===== src/hdl/rf_cfg.svh =====
// Widths are fixed for a 39/32 SEC-DED code; the bus map assumes word-aligned byte addresses
`ifndef RF_CFG_SVH
`define RF_CFG_SVH

// Register file geometry
`define RF_NUM_REGS 32
`define RF_DATA_W 32
`define RF_ECC_W 7
`define RF_ADDR_W 5

// Byte address width on the Wishbone side
`define RF_WB_ADDR_W 9

// Window select uses address bits 8:7
`define RF_WIN_MASK 9'h180

// Data of register n at 4n
`define RF_WIN_DATA 9'h000

// Stored check bits of register n at 0x80 + 4n
`define RF_WIN_ECC 9'h080

// Sticky error flag in bit 0, failing index in bits 12:8
`define RF_ADDR_STATUS 9'h100

`endif


===== src/hdl/rf_pkg.sv =====
// Check bits sit above the data in a codeword; check-only writes carry new check bits in low data bits
`include "rf_cfg.svh"

package rf_pkg;

  // Register index, data and check-bit vectors
  typedef logic [`RF_ADDR_W-1:0] rf_addr_t;
  typedef logic [`RF_DATA_W-1:0] rf_data_t;
  typedef logic [`RF_ECC_W-1:0] rf_ecc_t;

  // Stored codeword with check bits on top
  typedef struct packed {
    rf_ecc_t  ecc;
    rf_data_t data;
  } rf_word_t;

  // One-cycle write request from the bus side
  // For check-only writes the low data bits carry the new check bits
  typedef struct packed {
    rf_addr_t addr;
    rf_data_t data;
    logic     we;
    logic     ecc_we;
  } rf_wr_req_t;

  // Bus slave FSM
  typedef enum logic {
    WB_IDLE,
    WB_ACK
  } wb_state_e;

endpackage


===== src/hdl/rf_storage.sv =====
// Entry 0 is hard-wired to the all-zero codeword; full write wins over check-only write
`timescale 1ns/10ps
`include "rf_cfg.svh"

module rf_storage (
  input  logic               clk,
  input  logic               reset_i,
  input  rf_pkg::rf_addr_t   rd_addr_i,
  output rf_pkg::rf_word_t   rd_word_o,
  input  rf_pkg::rf_wr_req_t wr_req_i,
  input  rf_pkg::rf_word_t   wr_word_i
);

  import rf_pkg::*;

  // Only x1..x31 exist as flops
  rf_word_t regs_q [1:`RF_NUM_REGS-1];

  //////////////////////////////////////////////////
  // Write side
  //////////////////////////////////////////////////

  // Reset leaves every entry as a valid zero codeword
  always_ff @(posedge clk) begin
    if (reset_i) begin
      for (int i = 1; i < `RF_NUM_REGS; i++) begin
        regs_q[i] <= '0;
      end
    end else begin
      for (int i = 1; i < `RF_NUM_REGS; i++) begin
        if (wr_req_i.addr == rf_addr_t'(i)) begin
          if (wr_req_i.we) begin
            regs_q[i] <= wr_word_i;
          end else if (wr_req_i.ecc_we) begin
            // Diagnostic path, data field untouched
            regs_q[i].ecc <= wr_word_i.ecc;
          end
        end
      end
    end
  end

  //////////////////////////////////////////////////
  // Read side
  //////////////////////////////////////////////////

  // Combinational read, x0 always zero with zero check bits
  always_comb begin
    if (rd_addr_i == '0) begin
      rd_word_o = '0;
    end else begin
      rd_word_o = regs_q[rd_addr_i];
    end
  end

endmodule


===== src/hdl/rf_ecc.sv =====
// Detection only: any nonzero syndrome flags an error, nothing is corrected
`timescale 1ns/10ps
`include "rf_cfg.svh"

module rf_ecc (
  input  logic             [`RF_DATA_W-1:0] wr_data_i,
  input  rf_pkg::rf_ecc_t  wr_ecc_i,
  input  logic             wr_check_only_i,
  output rf_pkg::rf_word_t wr_word_o,
  input  rf_pkg::rf_word_t rd_word_i,
  output logic             ecc_err_o
);

  import rf_pkg::*;

  //////////////////////////////////////////////////
  // Hsiao parity-check matrix
  //////////////////////////////////////////////////

  // One column per data bit, all distinct and of weight 3
  // Check bits themselves have weight-1 columns
  function automatic logic [`RF_DATA_W-1:0][`RF_ECC_W-1:0] gen_cols();
    logic [`RF_DATA_W-1:0][`RF_ECC_W-1:0] cols;
    int unsigned n;
    cols = '0;
    n = 0;
    // 35 weight-3 patterns exist, take the first 32
    for (int unsigned v = 1; v < (1 << `RF_ECC_W); v++) begin
      if (($countones(v) == 3) && (n < `RF_DATA_W)) begin
        cols[n] = rf_ecc_t'(v);
        n++;
      end
    end
    return cols;
  endfunction

  localparam logic [`RF_DATA_W-1:0][`RF_ECC_W-1:0] hsiao_cols = gen_cols();

  // Parity of the data bits against the column set
  function automatic rf_ecc_t calc_parity(input rf_data_t d);
    rf_ecc_t p;
    p = '0;
    for (int i = 0; i < `RF_DATA_W; i++) begin
      if (d[i]) begin
        p = p ^ hsiao_cols[i];
      end
    end
    return p;
  endfunction

  //////////////////////////////////////////////////
  // Encoder
  //////////////////////////////////////////////////

  // All-zero data encodes to all-zero check bits
  // Check-only writes pass the supplied bits through untouched
  always_comb begin
    wr_word_o.data = wr_data_i;
    if (wr_check_only_i) begin
      wr_word_o.ecc = wr_ecc_i;
    end else begin
      wr_word_o.ecc = calc_parity(wr_data_i);
    end
  end

  //////////////////////////////////////////////////
  // Checker
  //////////////////////////////////////////////////

  rf_ecc_t syndrome;

  // Single flips give odd weight, double flips even but nonzero
  assign syndrome  = calc_parity(rd_word_i.data) ^ rd_word_i.ecc;
  assign ecc_err_o = |syndrome;

endmodule


===== src/hdl/rf_wrapper.sv =====
// Single read port and single write port; a write is seen by a read one cycle later
`timescale 1ns/10ps
`include "rf_cfg.svh"

module rf_wrapper (
  // Clock and reset
  input  logic               clk,
  input  logic               reset_i,

  // Read port
  input  rf_pkg::rf_addr_t   rd_addr_i,
  output rf_pkg::rf_data_t   rd_data_o,
  output rf_pkg::rf_ecc_t    rd_ecc_o,

  // Error from the read checker
  output logic               ecc_err_o,

  // Write port
  input  rf_pkg::rf_wr_req_t wr_req_i
);

  import rf_pkg::*;

  // Encoded write word and raw read word
  rf_word_t wr_word;
  rf_word_t rd_word;

  // Encoder and checker share one block
  // check bits for a diagnostic write sit in the low data bits
  rf_ecc u_ecc (
    .wr_data_i       (wr_req_i.data),
    .wr_ecc_i        (wr_req_i.data[`RF_ECC_W-1:0]),
    .wr_check_only_i (wr_req_i.ecc_we),
    .wr_word_o       (wr_word),
    .rd_word_i       (rd_word),
    .ecc_err_o       (ecc_err_o)
  );

  // Codeword array
  rf_storage u_storage (
    .clk       (clk),
    .reset_i   (reset_i),
    .rd_addr_i (rd_addr_i),
    .rd_word_o (rd_word),
    .wr_req_i  (wr_req_i),
    .wr_word_i (wr_word)
  );

  // Strip check bits for the data path
  assign rd_data_o = rd_word.data;

  // Stored check bits, diagnostic window only
  assign rd_ecc_o  = rd_word.ecc;

endmodule


===== src/hdl/rf_wb_slave.sv =====
// Wishbone classic, one access per two cycles; byte selects and adr bits 1:0 are ignored
`timescale 1ns/10ps
`include "rf_cfg.svh"

module rf_wb_slave (
  input  logic                     clk,
  input  logic                     reset_i,
  input  logic                     wb_cyc_i,
  input  logic                     wb_stb_i,
  input  logic                     wb_we_i,
  input  logic [`RF_WB_ADDR_W-1:0] wb_adr_i,
  input  rf_pkg::rf_data_t         wb_dat_i,
  output rf_pkg::rf_data_t         wb_dat_o,
  output logic                     wb_ack_o,
  output rf_pkg::rf_addr_t         rd_addr_o,
  input  rf_pkg::rf_data_t         rd_data_i,
  input  rf_pkg::rf_ecc_t          rd_ecc_i,
  input  logic                     ecc_err_i,
  output rf_pkg::rf_wr_req_t       wr_req_o,
  output logic                     ecc_irq_o
);

  import rf_pkg::*;

  wb_state_e state_q;
  logic      access;
  logic      sel_data;
  logic      sel_ecc;
  logic      sel_status;
  rf_addr_t  idx;
  rf_data_t  status_word;
  rf_data_t  rdata_d;
  rf_data_t  rdata_q;
  logic      err_q;
  rf_addr_t  err_idx_q;

  //////////////////////////////////////////////////
  // Decode
  //////////////////////////////////////////////////

  // Strobe ignored in the ack cycle, no double access
  assign access     = wb_cyc_i & wb_stb_i & (state_q == WB_IDLE);
  assign sel_data   = (wb_adr_i & `RF_WIN_MASK) == `RF_WIN_DATA;
  assign sel_ecc    = (wb_adr_i & `RF_WIN_MASK) == `RF_WIN_ECC;
  assign sel_status = wb_adr_i == `RF_ADDR_STATUS;
  assign idx        = rf_addr_t'(wb_adr_i[`RF_ADDR_W+1:2]);
  assign rd_addr_o  = idx;

  // Write lands on the sampling edge
  always_comb begin
    wr_req_o.addr   = idx;
    wr_req_o.data   = wb_dat_i;
    wr_req_o.we     = access & wb_we_i & sel_data;
    wr_req_o.ecc_we = access & wb_we_i & sel_ecc;
  end

  // Status layout, flag in bit 0 and index in 12:8
  always_comb begin
    status_word        = '0;
    status_word[0]     = err_q;
    status_word[12:8]  = err_idx_q;
  end

  // Read mux, unmapped reads give zero
  always_comb begin
    if (sel_data) begin
      rdata_d = rd_data_i;
    end else if (sel_ecc) begin
      rdata_d = rf_data_t'(rd_ecc_i);
    end else if (sel_status) begin
      rdata_d = status_word;
    end else begin
      rdata_d = '0;
    end
  end

  //////////////////////////////////////////////////
  // Handshake FSM and status
  //////////////////////////////////////////////////

  always_ff @(posedge clk) begin
    if (reset_i) begin
      state_q   <= WB_IDLE;
      err_q     <= 1'b0;
      err_idx_q <= '0;
    end else begin
      case (state_q)
        WB_IDLE: if (access) state_q <= WB_ACK;
        default: state_q <= WB_IDLE;
      endcase
      // First failing index is kept until cleared
      if (access && !wb_we_i && sel_data && ecc_err_i && !err_q) begin
        err_q     <= 1'b1;
        err_idx_q <= idx;
      end else if (access && wb_we_i && sel_status && wb_dat_i[0]) begin
        err_q     <= 1'b0;
        err_idx_q <= '0;
      end
    end
  end

  // Read data held through the ack cycle
  always_ff @(posedge clk) begin
    if (access && !wb_we_i) begin
      rdata_q <= rdata_d;
    end
  end

  assign wb_ack_o  = state_q == WB_ACK;
  assign wb_dat_o  = rdata_q;
  assign ecc_irq_o = err_q;

endmodule


===== src/hdl/rf_top.sv =====
// Wishbone classic slave only; ecc_irq_o is level, held until the status flag is cleared
`timescale 1ns/10ps
`include "rf_cfg.svh"

module rf_top (
  input  logic                     clk,
  input  logic                     reset_i,
  input  logic                     wb_cyc_i,
  input  logic                     wb_stb_i,
  input  logic                     wb_we_i,
  input  logic [`RF_WB_ADDR_W-1:0] wb_adr_i,
  input  rf_pkg::rf_data_t         wb_dat_i,
  output rf_pkg::rf_data_t         wb_dat_o,
  output logic                     wb_ack_o,
  output logic                     ecc_irq_o
);

  import rf_pkg::*;

  // Slave to wrapper
  rf_addr_t   rd_addr;
  rf_wr_req_t wr_req;

  // Wrapper back to slave
  rf_data_t   rd_data;
  rf_ecc_t    rd_ecc;
  logic       ecc_err;

  // Bus front end and status
  rf_wb_slave u_wb_slave (
    .clk       (clk),
    .reset_i   (reset_i),
    .wb_cyc_i  (wb_cyc_i),
    .wb_stb_i  (wb_stb_i),
    .wb_we_i   (wb_we_i),
    .wb_adr_i  (wb_adr_i),
    .wb_dat_i  (wb_dat_i),
    .wb_dat_o  (wb_dat_o),
    .wb_ack_o  (wb_ack_o),
    .rd_addr_o (rd_addr),
    .rd_data_i (rd_data),
    .rd_ecc_i  (rd_ecc),
    .ecc_err_i (ecc_err),
    .wr_req_o  (wr_req),
    .ecc_irq_o (ecc_irq_o)
  );

  // Protected register file
  rf_wrapper u_wrapper (
    .clk       (clk),
    .reset_i   (reset_i),
    .rd_addr_i (rd_addr),
    .rd_data_o (rd_data),
    .rd_ecc_o  (rd_ecc),
    .ecc_err_o (ecc_err),
    .wr_req_i  (wr_req)
  );

endmodule


===== config.mk =====
export PLATFORM = sky130hd
export DESIGN_NAME = rf_top
export DESIGN_NICKNAME = d
export VERILOG_FILES = /design/src/hdl/rf_pkg.sv /design/src/hdl/rf_storage.sv /design/src/hdl/rf_ecc.sv /design/src/hdl/rf_wrapper.sv /design/src/hdl/rf_wb_slave.sv /design/src/hdl/rf_top.sv
export VERILOG_INCLUDE_DIRS = /design/src /design/src/hdl
export SDC_FILE = /design/constraint.sdc
export NUM_CORES = 2
export LEC_CHECK = 0
export BUFFER_PORTS_ARGS = -buffer_cell sky130_fd_sc_hd__clkbuf_2
export CORE_ASPECT_RATIO = 1.4
export CORE_MARGIN = 1
export CORE_UTILIZATION = 25
export CTS_CLUSTER_DIAMETER = 200
export DETAILED_ROUTE_END_ITERATION = 10
export HOLD_SLACK_MARGIN = 0.06
export PLACE_DENSITY = 0.38
export SLEW_MARGIN = 40
export SYNTH_ARGS = -nofsm -noshare
export SYNTH_HDL_FRONTEND = slang
export SYNTH_HIERARCHICAL = 1
export SYNTH_SLANG_ARGS = --single-unit
export TNS_END_PERCENT = 20

===== constraint.sdc =====
create_clock -name clk -period 8.1 [get_ports clk]
set_input_delay 2.025 -clock clk [delete_from_list [all_inputs] [get_ports clk]]
set_output_delay 2.025 -clock clk [all_outputs]
set_load 0.02 [all_outputs]

After elaboration in Yosys (flattened, before gate mapping)
Memories as Yosys holds them, arrays and structs flattened.
Index checks and enable logic that the tools add are counted.

storage, ports and cells
  flip-flop bits (word level) = 39
  bits in writable memories = 1209
  input bits = 46
  output and inout port bits = 34
  memories kept = 1

operators by class
  eq/ne operators = 33
  mux-type cells = 358
  bitwise operators = 131
  reduce and logical (&&, ||, !) cells = 14

memories
  memory                      depth  width  rd ports  clocked after memory_dff  write ports  RTL line          source
  u_wrapper.u_storage.regs_q  31     39     1         0                         31           rf_storage.sv:17  rf_word_t regs_q [1:`RF_NUM_REGS-1];

operators by type and width
  kind                                                                    number
  39-bit two-way mux                                                      32
  7-bit two-way mux                                                       87
  1-bit two-way mux                                                       194
  3-bit NOT                                                               62
  6-bit two-way mux                                                       20
  5-bit equality test (second input constant)                             16
  5-bit two-way mux                                                       14
  32-bit two-way mux                                                      2
  1-bit OR                                                                62
  5-bit by 4-bit equality test with 1-bit output (second input constant)  8
  4-bit two-way mux                                                       6
  5-bit by 3-bit equality test with 1-bit output (second input constant)  4
  13-bit two-way mux                                                      1
  5-bit by 2-bit equality test with 1-bit output (second input constant)  2
  9-bit equality test (second input constant)                             1
  9-bit logical NOT                                                       1
  1-bit logical AND                                                       7
  7-bit OR reduction                                                      1
  7-bit XOR                                                               1
  3-bit two-way mux                                                       2
  1-bit bitwise AND                                                       5
  5-bit by 1-bit equality test with 1-bit output (second input constant)  1
  5-bit logical NOT                                                       1
  2-bit by 1-bit equality test with 1-bit output (second input constant)  1
  4 further kinds                                                         5

Longest topological paths before layout
  word-level depth = 100
  mapped depth = 18

By module
Netlist, hierarchy kept.

by module, submodules not included
  module       instances  cells an instance  area each (um^2)
  rf_storage   1          3582               55817.3
  rf_wb_slave  1          160                1966.9
  rf_ecc       1          174                1659.1

Worst setup path after synthesis
No wires, ideal clock.

  kind = input to register
  start point = input port wb_adr_i[7]
  end point = memory u_wrapper/u_storage/regs_q[28][0] (netlist bit) (enable)
  setup time = 0.511 ns
  arrival = 6.038 ns
  path slack = 1.551 ns
  cell stages on the path = 5
  buffers on the path = 2
  cells stage by stage = buf_1 > nor3_1 > buf_2 > nand2_1 > o41ai_1

RTL lines
  element      RTL line          source
  from (decl)  rf_top.sv:11      input logic [`RF_WB_ADDR_W-1:0] wb_adr_i,
  to (decl)    rf_storage.sv:17

Final worst setup path
  start point = input port wb_adr_i[3]
  end point = register u_wb_slave.err_q, in the netlist u_wb_slave/ecc_irq_o

between the ends
  elaborated cells between the ends (all ways) = 75
  classes of those cells = 1 x eq/ne; 34 x mux; 32 x bitwise; 7 x reduce/logical; 1 x memory

RTL lines
  element                                                       RTL line           source
  memory read 31 x 39 bit or 5-bit logical NOT (tied branches)  --
  39-bit two-way mux (*)                                        rf_storage.sv:49   if (rd_addr_i == '0) begin
  named net rd_data[2]                                          rf_top.sv:25       rf_data_t rd_data;
  4-bit two-way mux (*) (2 in a row)                            rf_ecc.sv:44       if (d[i]) begin
  3-bit NOT (no line) or 4-bit two-way mux (tied branches)      --
  5-bit two-way mux (*)                                         rf_ecc.sv:44
  3-bit NOT (no line) or 5-bit two-way mux (tied branches)      --
  5-bit two-way mux (*) (2 in a row)                            rf_ecc.sv:44
  [28 not listed]                                               --
  7-bit two-way mux (*) (4 in a row)                            rf_ecc.sv:44
  3-bit NOT (no line) or 7-bit two-way mux (tied branches)      --
  7-bit two-way mux (*) (2 in a row)                            rf_ecc.sv:44
  7-bit XOR (*)                                                 rf_ecc.sv:73       assign syndrome = calc_parity(rd_word_i.data) ^ rd_word_i.ecc;
  7-bit OR reduction (*)                                        rf_ecc.sv:74       assign ecc_err_o = |syndrome;
  named net ecc_err                                             rf_top.sv:27       logic ecc_err;
  1-bit logical AND (*) (2 in a row)                            rf_wb_slave.sv:92  if (access && !wb_we_i && sel_data && ecc_err_i && !err_q) begin
  1-bit two-way mux or 2-bit nonzero test (tied branches)       --
  to (signal assigned)                                          rf_wb_slave.sv:84  err_q <= 1'b0;
  to (signal assigned)                                          rf_wb_slave.sv:93  err_q <= 1'b1;
  to (signal assigned)                                          rf_wb_slave.sv:96  err_q <= 1'b0;
  to (decl)                                                     rf_wb_slave.sv:34  logic err_q;

Mark *: on every way through the listed nets, which the timed path passes. The rest lies on a longest branch.
A chain may end at the register's enable or synchronous reset.

==> results.py <==
metrics = {
    "status": {
        "status": "completed",
    },
    "sta": {
        "worst_slew_margin_rel_pct": 41.3,
        "rsz0062_at_grt": "no",
        "finalClockSkew_ns": 0.0410,
        "period_minus_slack_ns": 6.20,
        "fin_tns_setup_ns": 0,
        "fmax_ghz": 0.161,
        "setup_viol": 0,
        "hold_violations": 0,
        "fin_ws_ns": 1.90,
        "drv_slew": 0,
        "worst_pin_slew_ns": 0.880,
        "min_period_over_period_pct": 76.5,
    },
    "final_layout": {
        "drive_above_1_share_pct": 24.0,
        "final_nets": 3969,
        "area_growth_pct": 15.2,
    },
    "setup_path": {
        "worstReg2RegEnd": "u_wb_slave/ecc_irq_o",
        "cpMaxStageDelayCell": "mux4_1",
        "rrSetupSlack_ns": 3.75,
        "cpPeakStageDelay_ns": 0.59,
        "path_buf_inv": 2,
        "path_cells": "buf_8 -> buf_12 -> mux4_1 -> mux2_2 -> a221oi_1 -> a311oi_2 -> xor2_1 -> xnor2_1 -> xnor3_1 -> and3_1 -> o2111ai_1 -> or4b_4 -> nor3_2 -> o21bai_1",
        "crit_family": "compound AO/OA/AOI/OAI gates",
        "crit_type": "input pin to flop",
        "ff2ff_path_depth": 13,
        "crit_path_end_kind": "flop",
        "worstPathArrival_ns": 6.92,
        "reg2reg_from": "u_wrapper/u_storage/regs_q[26][17]",
        "crit_fanout": 50,
        "required_ns": 8.82,
        "critPathLaunchType": "input pin",
    },
    "clock_network": {
        "htree_levels": 4,
        "clk_pin_slew_ns": 0.06,
        "cts_made_buffers": 148,
        "numClockSinks": 1248,
        "cts_root_buffer": "clkbuf_16",
        "max-clock-path-buffers": 4,
        "cts_hold_buf": 0,
        "cts_tree": "yes",
        "ctsResizeCount": 0,
        "clk_latency_ns": 0.81,
        "postCtsSetupRepairBufs": 0,
    },
    "hold_path": {
        "whs_endpoint": "u_wb_slave/wb_ack_o",
        "holdPathStages": 1,
        "min_path_type": "flop to flop",
        "hp-start": "u_wb_slave/wb_ack_o",
    },
    "die": {
        "rows": 211,
        "ioPinCount": 80,
        "start_util_pct": 25.2,
        "coreArea_mm2": 0.236,
        "die_x_um": 414,
        "die_area_mm2": 0.240,
        "fp.dieH_um": 579,
    },
    "route": {
        "wirelength_um": 204000,
        "drt_pass1_iterations": 5,
        "wl_per_cell_um": 28.6,
        "drc": 0,
        "via_per_inst": 4.51,
        "drt.antenna.violating_nets": 0,
        "drt_first_iter_violations": 2066,
        "via_count": 32100,
    },
    "yosys": {
        "synth.cell_area_mm2": 0.0594,
        "ys_types": 70,
        "synth-edff-count": 1241,
        "yosys_warnings": 6,
        "synth_seq_cells": 1248,
        "synth_largest_area_cell": "edfxtp_1",
        "synthArstFlopShare_pct": 0,
        "syn_avg_cell_area_um2": 15.2,
        "syn_nets": 3962,
        "ys_top_cells_by_area": "edfxtp_1 63%, and2_1 13%, mux4_2 9.0%, clkbuf_1 1.5%, mux2_2 1.5%",
        "synth_ff_type": "edfxtp_1",
        "syn_inst": 3916,
        "synth_top_area_share_pct": 62.7,
        "yosysSeqAreaShare_pct": 62.9,
    },
    "placement": {
        "gp_congestion": 0.814,
        "dp_hpwl_um": 134000,
        "port_buffers": 79,
        "place_worst_setup_slack_ns": 1.04,
    },
    "pwr": {
        "power_w": 0.0156,
        "vdd_drop_max_mv": 0.151,
        "power.density_mw_per_mm2": 228,
        "p_leak_nw": 23.7,
    },
    "grt": {
        "grt_pass1_wl_um": 285000,
        "grt_usage_pct": 16.9,
        "grt_max_degree": 58,
        "overflow": 0,
        "grt_pass1_vias": 34200,
        "antenna_found_initial": 15,
    },
    "run": {
        "max_cap_violations": 0,
    },
}
[registers in the layout, summed over array words and instances (netlist names)]
name                        cells
u_wb_slave/ecc_irq_o            1
u_wb_slave/wb_dat_o            32
u_wrapper/u_storage/regs_q   1209
u_wb_slave/wb_ack_o             1
u_wb_slave/err_idx_q            5
[logic make-up (layout without fill, tap and decap cells)]
group | count (synthesis) | after routing | synth area share, %
XOR/XNOR | 128 | 128 | 2.21
buffers and inverters | 440 | 550 | 3.82
multiplexers | 399 | 399 | 12.0
flip-flops | 1248 | 1248 | 62.9
AND/OR/NAND/NOR | 1417 | 1417 | 14.6
other | 0 | 15 | 0
AO/OA/AOI/OAI | 284 | 284 | 4.52
[power by group]
part	total, W	switching, W	internal (W)
Clock	0.00633	0.00275	0.00358
Sequential	0.00739	0.0000630	0.00732
Combinational	0.00191	0.00124	0.000671
[how the worst max path moves through the flow]
stage	start	end	slack (ns)	depth (start not counted)
6_report	wb_adr_i[3]	u_wb_slave/ecc_irq_o	1.90	14
2_1_floorplan	wb_adr_i[7]	u_wrapper/u_storage/regs_q[28][0]	1.55	5
4_1_cts	wb_adr_i[3]	u_wb_slave/ecc_irq_o	1.86	14
3_5_place_dp	wb_adr_i[3]	u_wb_slave/ecc_irq_o	1.04	14
3_3_place_gp	wb_adr_i[3]	u_wb_slave/err_idx_q[1]	0.83	14
5_1_grt	wb_adr_i[3]	u_wb_slave/ecc_irq_o	1.69	14
[metal layers]
metal / track usage [%] / wire length, um / share of wire (%)
met5: 0 / 20 / 0.0098
met4: 4.26 / 4680 / 2.3
met3: 1.87 / 7160 / 3.5
met2: 31.5 / 108000 / 53
met1: 20.6 / 83900 / 41
[cell usage after synthesis, types with 6 or more instances]
cell type	instances
a21oi_1	8
clkbuf_1	245
o221ai_2	30
clkbuf_2	7
dfxtp_1	7
nand3_1	40
nand2_1	25
and2_1	1234
nor2b_1	8
mux2_2	78
a221oi_1	36
a311oi_2	29
a22oi_1	36
mux4_2	237
xnor2_1	95
o21ai_0	70
xnor3_1	10
mux2i_1	81
inv_1	6
buf_6	14
nand2b_1	7
nor2_1	72
buf_4	103
xor2_1	19
edfxtp_1	1241
a221oi_2	30
buf_2	55
[cells in the final DEF (no fill, tap or decap), types with 8 or more instances in the layout]
cell type and count:
clkbuf_2 72, o21ai_1 19, xnor2_1 93, a22oi_1 36
a221oi_2 30, o221ai_2 30, mux4_2 237, clkinv_2 15
nor2_1 42, nand3_1 37, a221oi_1 36, o21ai_0 25
mux2i_1 81, a21oi_1 8, nor2_4 19, nor2b_1 8
a311oi_2 28, clkbuf_1 35, clkinv_1 39, mux2_2 78
nand2_1 24, xor2_1 19, and2_1 1233, edfxtp_1 1241
xnor3_1 10, buf_4 185, buf_12 12, buf_8 11
nor2_2 11, o21ai_4 29, diode_2 15, clkbuf_16 152
[area by class of cell]
| class | count | area, um^2 |
|---|---|---|
| Sequential cell | 1248 | 37400 |
| Timing Repair Buffer | 291 | 2380 |
| Multi-Input combinational cell | 2228 | 20400 |
| Clock buffer | 187 | 3940 |
| Antenna cell | 15 | 37.5 |
| Clock inverter | 66 | 445 |
| Tap cell | 3088 | 3860 |
| Inverter | 6 | 25.0 |
| Fill cell | 23300 | 168000 |
[through the flow]
stage / cell area (um^2) / utilization [%] / hold slack [ns] / cells
after detailed placement: 64000 / 27.1 / 0.457 / 6861
after CTS: 68400 / 29.0 / 0.462 / 7114
after global routing: 68400 / 29.0 / 0.491 / 7115
final: 68500 / 29.0 / 0.468 / 7129
after global placement: 63600 / 26.9 / 0.449 / 6843
after floorplan: 59400 / - / 0.511 / 3916
No activity file was read; power rests on OpenSTA's default activity.
